**src/hw/system_pkg.sv**
```systemverilog
package system_pkg;

   // UART bit period in sysclk cycles, kept short for simulation
   localparam int CLKS_PER_BIT = 8;
   localparam int BIT_CNT_W    = $clog2(CLKS_PER_BIT);

   // Internal reset hold after external release
   localparam int RESET_HOLD   = 64;
   localparam int HOLD_CNT_W   = $clog2(RESET_HOLD + 1);

   // Command engine memory
   localparam int MEM_DEPTH    = 16;
   localparam int ADDR_W       = $clog2(MEM_DEPTH);

   // Command opcodes
   localparam logic [7:0] OP_WRITE = 8'h57;
   localparam logic [7:0] OP_READ  = 8'h52;

   // One byte transfer, strobe high for a single cycle
   typedef struct packed {
      logic       strobe;
      logic [7:0] data;
   } uart_strobe_t;

endpackage

```
**src/hw/cmd_engine.sv**
```systemverilog
module cmd_engine import system_pkg::*; (
   input  logic         sysclk,
   input  logic         reset,
   input  uart_strobe_t rx_byte,
   output uart_strobe_t tx_byte,
   output logic         trap
);

   typedef enum logic [1:0] {
      ST_OP,
      ST_ADDR,
      ST_DATA
   } cmd_state_t;

   cmd_state_t        state;
   logic              is_write;
   logic [ADDR_W-1:0] addr;
   logic [7:0]        mem [MEM_DEPTH];
   logic              accept;
   logic              addr_bad;

   // Nothing is taken once trapped
   assign accept   = rx_byte.strobe && !trap;
   assign addr_bad = (rx_byte.data >= 8'(MEM_DEPTH));

   always_ff @(posedge sysclk or posedge reset) begin
      if (reset) begin
         state    <= ST_OP;
         is_write <= 1'b0;
         addr     <= '0;
         trap     <= 1'b0;
         tx_byte  <= '0;
      end else begin
         tx_byte.strobe <= 1'b0;
         if (accept) begin
            case (state)
               ST_OP: begin
                  if (rx_byte.data == OP_WRITE) begin
                     is_write <= 1'b1;
                     state    <= ST_ADDR;
                  end else if (rx_byte.data == OP_READ) begin
                     is_write <= 1'b0;
                     state    <= ST_ADDR;
                  end else begin
                     trap <= 1'b1;
                  end
               end
               ST_ADDR: begin
                  if (addr_bad) begin
                     trap  <= 1'b1;
                     state <= ST_OP;
                  end else if (is_write) begin
                     addr  <= rx_byte.data[ADDR_W-1:0];
                     state <= ST_DATA;
                  end else begin
                     // Read reply goes out the next cycle
                     tx_byte.strobe <= 1'b1;
                     tx_byte.data   <= mem[rx_byte.data[ADDR_W-1:0]];
                     state          <= ST_OP;
                  end
               end
               ST_DATA: begin
                  state <= ST_OP;
               end
               default: state <= ST_OP;
            endcase
         end
      end
   end

   // Memory comes up zeroed after every reset
   always_ff @(posedge sysclk or posedge reset) begin
      if (reset) begin
         mem <= '{default: '0};
      end else if (accept && state == ST_DATA) begin
         mem[addr] <= rx_byte.data;
      end
   end

endmodule

```
**src/hw/reset_stretch.sv**
```systemverilog
module reset_stretch import system_pkg::*; (
   input  logic sysclk,
   input  logic reset,
   output logic reset_int
);

   logic [HOLD_CNT_W-1:0] hold_cnt;

   // Saturating counter, restarted by every external reset
   always_ff @(posedge sysclk or posedge reset) begin
      if (reset) begin
         hold_cnt <= '0;
      end else if (hold_cnt != HOLD_CNT_W'(RESET_HOLD)) begin
         hold_cnt <= hold_cnt + 1'b1;
      end
   end

   // Registered so the release is glitch free
   always_ff @(posedge sysclk or posedge reset) begin
      if (reset) begin
         reset_int <= 1'b1;
      end else begin
         reset_int <= (hold_cnt != HOLD_CNT_W'(RESET_HOLD));
      end
   end

endmodule

```
**src/hw/system.sv**
```systemverilog
module system import system_pkg::*; (
   input  logic sysclk,
   input  logic reset,
   input  logic uart_rxd,
   output logic uart_txd,
   output logic trap
);

   logic [1:0]   rxd_sync;
   uart_strobe_t rx_byte;
   uart_strobe_t tx_byte;

   // Two-stage synchronizer, idle high
   always_ff @(posedge sysclk or posedge reset) begin
      if (reset) begin
         rxd_sync <= 2'b11;
      end else begin
         rxd_sync <= {rxd_sync[0], uart_rxd};
      end
   end

   uart_rx u_uart_rx (
      .sysclk  (sysclk),
      .reset   (reset),
      .rxd     (rxd_sync[1]),
      .rx_byte (rx_byte)
   );

   cmd_engine u_cmd_engine (
      .sysclk  (sysclk),
      .reset   (reset),
      .rx_byte (rx_byte),
      .tx_byte (tx_byte),
      .trap    (trap)
   );

   uart_tx u_uart_tx (
      .sysclk  (sysclk),
      .reset   (reset),
      .tx_byte (tx_byte),
      .txd     (uart_txd)
   );

endmodule

```
**src/hw/top_system.sv**
```systemverilog
module top_system (
   input  logic sysclk,
   input  logic reset,
   input  logic uart_rxd,
   output logic uart_txd,
   output logic trap
);

   logic reset_int;

   // Clean synchronous release of the internal reset
   reset_stretch u_reset_stretch (
      .sysclk    (sysclk),
      .reset     (reset),
      .reset_int (reset_int)
   );

   system u_system (
      .sysclk   (sysclk),
      .reset    (reset_int),
      .uart_rxd (uart_rxd),
      .uart_txd (uart_txd),
      .trap     (trap)
   );

endmodule

```
**src/hw/uart_rx.sv**
```systemverilog
module uart_rx import system_pkg::*; (
   input  logic         sysclk,
   input  logic         reset,
   input  logic         rxd,
   output uart_strobe_t rx_byte
);

   typedef enum logic [1:0] {
      RX_IDLE,
      RX_START,
      RX_DATA,
      RX_STOP
   } rx_state_t;

   rx_state_t            state;
   logic [BIT_CNT_W-1:0] clk_cnt;
   logic [2:0]           bit_idx;
   logic [7:0]           shift;
   logic                 rxd_prev;

   always_ff @(posedge sysclk or posedge reset) begin
      if (reset) begin
         state          <= RX_IDLE;
         clk_cnt        <= '0;
         bit_idx        <= '0;
         shift          <= '0;
         rxd_prev       <= 1'b1;
         rx_byte.strobe <= 1'b0;
         rx_byte.data   <= '0;
      end else begin
         rxd_prev       <= rxd;
         rx_byte.strobe <= 1'b0;
         case (state)
            RX_IDLE: begin
               // Falling edge only, so a stuck-low line does not retrigger
               if (rxd_prev && !rxd) begin
                  state   <= RX_START;
                  clk_cnt <= '0;
               end
            end
            RX_START: begin
               if (clk_cnt == BIT_CNT_W'(CLKS_PER_BIT / 2 - 1)) begin
                  clk_cnt <= '0;
                  bit_idx <= '0;
                  // Re-check at mid-bit to reject glitches
                  state   <= rxd ? RX_IDLE : RX_DATA;
               end else begin
                  clk_cnt <= clk_cnt + 1'b1;
               end
            end
            RX_DATA: begin
               if (clk_cnt == BIT_CNT_W'(CLKS_PER_BIT - 1)) begin
                  clk_cnt <= '0;
                  // LSB first
                  shift   <= {rxd, shift[7:1]};
                  bit_idx <= bit_idx + 1'b1;
                  if (bit_idx == 3'd7) begin
                     state <= RX_STOP;
                  end
               end else begin
                  clk_cnt <= clk_cnt + 1'b1;
               end
            end
            RX_STOP: begin
               if (clk_cnt == BIT_CNT_W'(CLKS_PER_BIT - 1)) begin
                  clk_cnt <= '0;
                  state   <= RX_IDLE;
                  if (rxd) begin
                     rx_byte.strobe <= 1'b1;
                     rx_byte.data   <= shift;
                  end
               end else begin
                  clk_cnt <= clk_cnt + 1'b1;
               end
            end
            default: state <= RX_IDLE;
         endcase
      end
   end

endmodule

```
**src/hw/uart_tx.sv**
```systemverilog
module uart_tx import system_pkg::*; (
   input  logic         sysclk,
   input  logic         reset,
   input  uart_strobe_t tx_byte,
   output logic         txd
);

   logic [9:0]           frame;
   logic                 busy;
   logic [BIT_CNT_W-1:0] clk_cnt;
   logic [3:0]           bit_idx;

   always_ff @(posedge sysclk or posedge reset) begin
      if (reset) begin
         // All ones keeps the line idle
         frame   <= '1;
         busy    <= 1'b0;
         clk_cnt <= '0;
         bit_idx <= '0;
      end else if (!busy) begin
         if (tx_byte.strobe) begin
            // Stop, data, start
            frame   <= {1'b1, tx_byte.data, 1'b0};
            busy    <= 1'b1;
            clk_cnt <= '0;
            bit_idx <= '0;
         end
      end else if (clk_cnt == BIT_CNT_W'(CLKS_PER_BIT - 1)) begin
         clk_cnt <= '0;
         frame   <= {1'b1, frame[9:1]};
         if (bit_idx == 4'd9) begin
            busy <= 1'b0;
         end else begin
            bit_idx <= bit_idx + 1'b1;
         end
      end else begin
         clk_cnt <= clk_cnt + 1'b1;
      end
   end

   assign txd = frame[0];

endmodule

```
**config.mk**
```make
export PLATFORM = sky130hd
export DESIGN_NAME = top_system
export DESIGN_NICKNAME = d
export VERILOG_FILES = /design/src/hw/system_pkg.sv /design/src/hw/cmd_engine.sv /design/src/hw/reset_stretch.sv /design/src/hw/system.sv /design/src/hw/top_system.sv /design/src/hw/uart_rx.sv /design/src/hw/uart_tx.sv
export SDC_FILE = /design/constraint.sdc
export NUM_CORES = 1
export LEC_CHECK = 0
export CORE_UTILIZATION = 63
export CTS_CLUSTER_DIAMETER = 200
export DETAILED_ROUTE_END_ITERATION = 10
export DONT_BUFFER_PORTS = 1
export PLACE_DENSITY_LB_ADDON = 0.12
export RECOVER_POWER = 25
export SYNTH_ARGS = -nofsm -noshare
export SYNTH_HDL_FRONTEND = slang
export SYNTH_SLANG_ARGS = --single-unit
```
**constraint.sdc**
```tcl
create_clock -name sysclk -period 6.25 [get_ports sysclk]
set_input_delay 0.3125 -clock sysclk [delete_from_list [all_inputs] [get_ports sysclk]]
set_output_delay 0.3125 -clock sysclk [all_outputs]
set_load 0.02 [all_outputs]
```
==> results.py <==
metrics = {
    "power": {
        "power_density_nw_per_um2": 272,
        "leakage_nw": 4.51,
        "p_total_mw": 2.62,
        "vdd_ir_drop_max_mv": 0.235,
    },
    "sta": {
        "finalHoldViolCount": 0,
        "min_period_ns": 2.64,
        "tns_ns": 0,
        "drv_slew": 0,
        "rsz0062_at_grt": "no",
        "fin_skew_ns": 0.0132,
        "finalCritPeriodShare_pct": 42.2,
        "worstMarginPinSlew_ns": 1.08,
        "setup_viol": 0,
        "timing.fmax_mhz": 379,
        "slew_headroom_pct": 28.2,
    },
    "global_routing": {
        "grt_pass1_wl_um": 28600,
        "grt_max_degree": 123,
        "grtUsageTotal_pct": 26.6,
        "grt_pass1_vias": 5450,
        "antenna_found_initial": 0,
        "overflow": 0,
    },
    "logic_synthesis": {
        "ys.flop_type": "dfrtp_1",
        "syn_area_per_cell_um2": 13.6,
        "ys_seq_area_share_pct": 56.0,
        "ys_ff_latch": 198,
        "ys_types": 46,
        "synth-compound-area-share_pct": 4.03,
        "syn_nets": 668,
        "synth_simple_gate_area_share_pct": 8.33,
        "synth-async-reset-ratio_pct": 100,
        "synth_enable_flop_cells": 0,
        "synth_mux_area_share_pct": 26.6,
        "synth_top_family_by_area": "multiplexers",
        "syn_area_um2": 8880,
        "netlist_instances": 653,
        "yosys_warnings": 0,
        "synthAdderAreaFrac_pct": 1.69,
        "synthXorXnorAreaFrac_pct": 0.789,
    },
    "worst_setup_path": {
        "crit_family": "simple AND/OR/NAND/NOR gates",
        "reg2regPathDepth": 3,
        "slowest_delay_ns": 0.83,
        "endpoint_kind": "flip-flop",
        "start_kind": "flip-flop",
        "crit_cells": 3,
        "crit_slowest_cell": "nand4b_1",
        "path_cells": "nor4_1, nand4b_1, a22o_1",
        "crit_type": "flip-flop to flip-flop",
        "crit_arrival_ns": 2.96,
        "crit_fanout": 20,
        "cp_data_required_time_ns": 6.57,
        "worst-path-buf-inv": 0,
    },
    "floorplanning": {
        "dieHeight_um": 121,
        "rows": 43,
        "start_util_pct": 64.2,
        "die_w_um": 121,
        "fp.coreArea_um2": 13800,
        "die-area_um2": 14600,
        "ios": 5,
    },
    "placement": {
        "gp_congestion": 0.825,
        "port_buffers": 0,
        "post-dp-hpwl_um": 10700,
    },
    "detailed_routing": {
        "num_vias": 5104,
        "routed_wl_um": 17100,
        "drtIter0Drc": 383,
        "first_pass_iters": 4,
        "vias_per_cell": 6.13,
        "ant_nets": 0,
        "wl_per_cell_um": 20.5,
        "drcViolationCount": 0,
    },
    "layout": {
        "layout-drive-gt1-share_pct": 34.4,
        "utilization_pct": 69.5,
        "fin_nets": 654,
        "areaGrowthSynthToFinish_pct": 8.30,
        "diodes": 0,
    },
    "hold_path": {
        "hp-class": "primary input to async pin",
    },
    "run": {
        "drv_cap": 0,
    },
    "clocking": {
        "path_clk_slew_ns": 0.06,
        "htreeDepth": 4,
        "cts-root-buf": "clkbuf_16",
        "cts_tree": "built",
        "cts_inserted_buffers": 17,
        "cts_sinks": 198,
        "insertion_delay_ns": 0.44,
        "cts_buffer_depth": 2,
    },
    "run_status": {
        "status": "complete, no violations",
    },
}
[final cells by class]
type | instances | area, um2
clock inverters | 5 | 83.8
well taps | 180 | 225
repair buffers | 6 | 50.0
fillers | 959 | 4210
inverters | 16 | 65.1
multi-input cells | 400 | 3680
flip-flops and latches | 198 | 4970
clock buffers | 27 | 533
[Yosys cell counts (all sizes together) (10+ instances only)]
| cell | instances | area, um2 |
|---|---|---|
| nand2 | 66 | 248 |
| a21oi | 14 | 70.1 |
| ha | 12 | 150 |
| mux2 | 139 | 1570 |
| buf | 13 | 66.3 |
| nand3b | 11 | 82.6 |
| dfrtp | 185 | 4630 |
| nor2 | 22 | 85.1 |
| mux4 | 32 | 721 |
| o22ai | 10 | 62.6 |
| inv | 15 | 56.3 |
| dfstp | 13 | 342 |
| nand3 | 11 | 55.1 |
| o21ai | 14 | 70.1 |
| clkbuf | 26 | 97.6 |
[through the flow]
step                      cell area [um2]  setup slack [ns]  hold WS (ns)  instances
after CTS                            9620              3.62         0.238        832
after detailed placement             8980              3.65         0.157        798
after global routing                 9620              3.40         0.271        832
after floorplan                      8880             0.774         0.127        653
final                                9620              3.61         0.250        832
after global placement               8980              3.71         0.151        798
[cells by family (layout without fill, tap and decap cells)]
family,count (synthesis),after routing
mux,179,179
fa+ha+maj,12,12
simple gates,144,144
flops,198,198
compound gates,57,57
xor+xnor,8,8
buf+inv,55,54
[worst register-to-register path: stages, from the launching register on]
cell	delay [ns]
dfrtp_1	0.64
nor4_1	0.53
nand4b_1	0.83
a22o_1	0.52
[flip-flops by register name (all words and copies together) (netlist names), named ones only]
| signal | count |
|---|---|
| u_system.u_cmd_engine.mem | 128 |
| u_system.u_cmd_engine.tx_byte | 9 |
| u_system.u_uart_rx.rx_byte | 9 |
| u_system.u_uart_tx.frame | 9 |
| u_system.u_uart_rx.shift | 8 |
| u_reset_stretch.hold_cnt | 7 |
| u_system.u_cmd_engine.addr | 4 |
| u_system.u_uart_tx.bit_idx | 4 |
| u_system.u_uart_rx.bit_idx | 3 |
| u_system.u_uart_rx.clk_cnt | 3 |
| u_system.u_uart_tx.clk_cnt | 3 |
| u_system.rxd_sync | 2 |
| u_system.u_cmd_engine.state | 2 |
| u_reset_stretch.reset_int | 1 |
| u_system.u_cmd_engine.is_write | 1 |
| u_system.u_cmd_engine.trap | 1 |
| u_system.u_uart_rx.rxd_prev | 1 |
| u_system.u_uart_rx.state | 1 |
| u_system.u_uart_tx.busy | 1 |
[routing by layer]
metal | vias up | wire [um] | global-route usage [%]
met5 | - | 0 | 0
met4 | 0 | 216 | 8.80
met3 | 23 | 635 | 6.08
met2 | 90 | 8510 | 43.2
met1 | 2659 | 7720 | 35.7
li1 | 2332 | - | -
[placed cells by master (no fill, tap or decap), types with 2 or more instances in the layout]
cell type,netlist,final
dfrtp_1,185,182
inv_6,0,2
dfstp_1,0,3
dfstp_2,13,10
o22ai_1,10,10
xor2_1,3,3
nor2_1,21,21
o21ai_0,14,14
clkbuf_16,0,17
bufinv_16,0,2
inv_1,15,14
o41ai_1,2,2
dfrtp_2,0,3
nand3_1,11,11
buf_4,2,4
a21oi_1,14,14
mux4_2,32,32
a22o_1,8,8
nand3b_1,11,11
mux2_2,138,138
xnor2_1,5,5
nand2b_1,7,7
nor2b_1,6,6
nor3_2,3,3
ha_1,12,12
mux2i_1,8,8
clkbuf_8,0,7
and3_1,2,2
a31oi_1,3,3
dlygate4sd3_1,0,2
nand4_1,5,5
nand2_1,66,66
clkinvlp_4,0,2
nor4_1,2,2
clkbuf_1,26,3
[worst paths after layout]
check | from | end | slack [ns]
worst max-delay path | u_system.u_uart_rx.rx_byte[6] | u_system.u_cmd_engine.tx_byte[3] | 3.61
worst min-delay path | reset | u_reset_stretch.hold_cnt[5] | 0.25
worst max register to register | u_system.u_uart_rx.rx_byte[6] | u_system.u_cmd_engine.tx_byte[3] | 3.61
worst min register to register | u_system.rxd_sync[0] | u_system.rxd_sync[1] | 0.36
max in group asynchronous | u_reset_stretch.reset_int | u_system.u_uart_tx.clk_cnt[2] | 4.20
min in group sysclk | u_system.rxd_sync[0] | u_system.rxd_sync[1] | 0.36
[power by group]
group | switching, mW | internal [mW]
Clock | 0.458 | 0.667
Sequential | 0.0611 | 1.32
Combinational | 0.0530 | 0.0585
Total | 0.572 | 2.04
[timing repair]
action	in CTS	in global routing
hold buffers	2	0
resized for setup	0	0
setup buffers	0	0
endpoints found under the hold margin	9	0
Note: power is estimated with default switching activity, not from simulation.
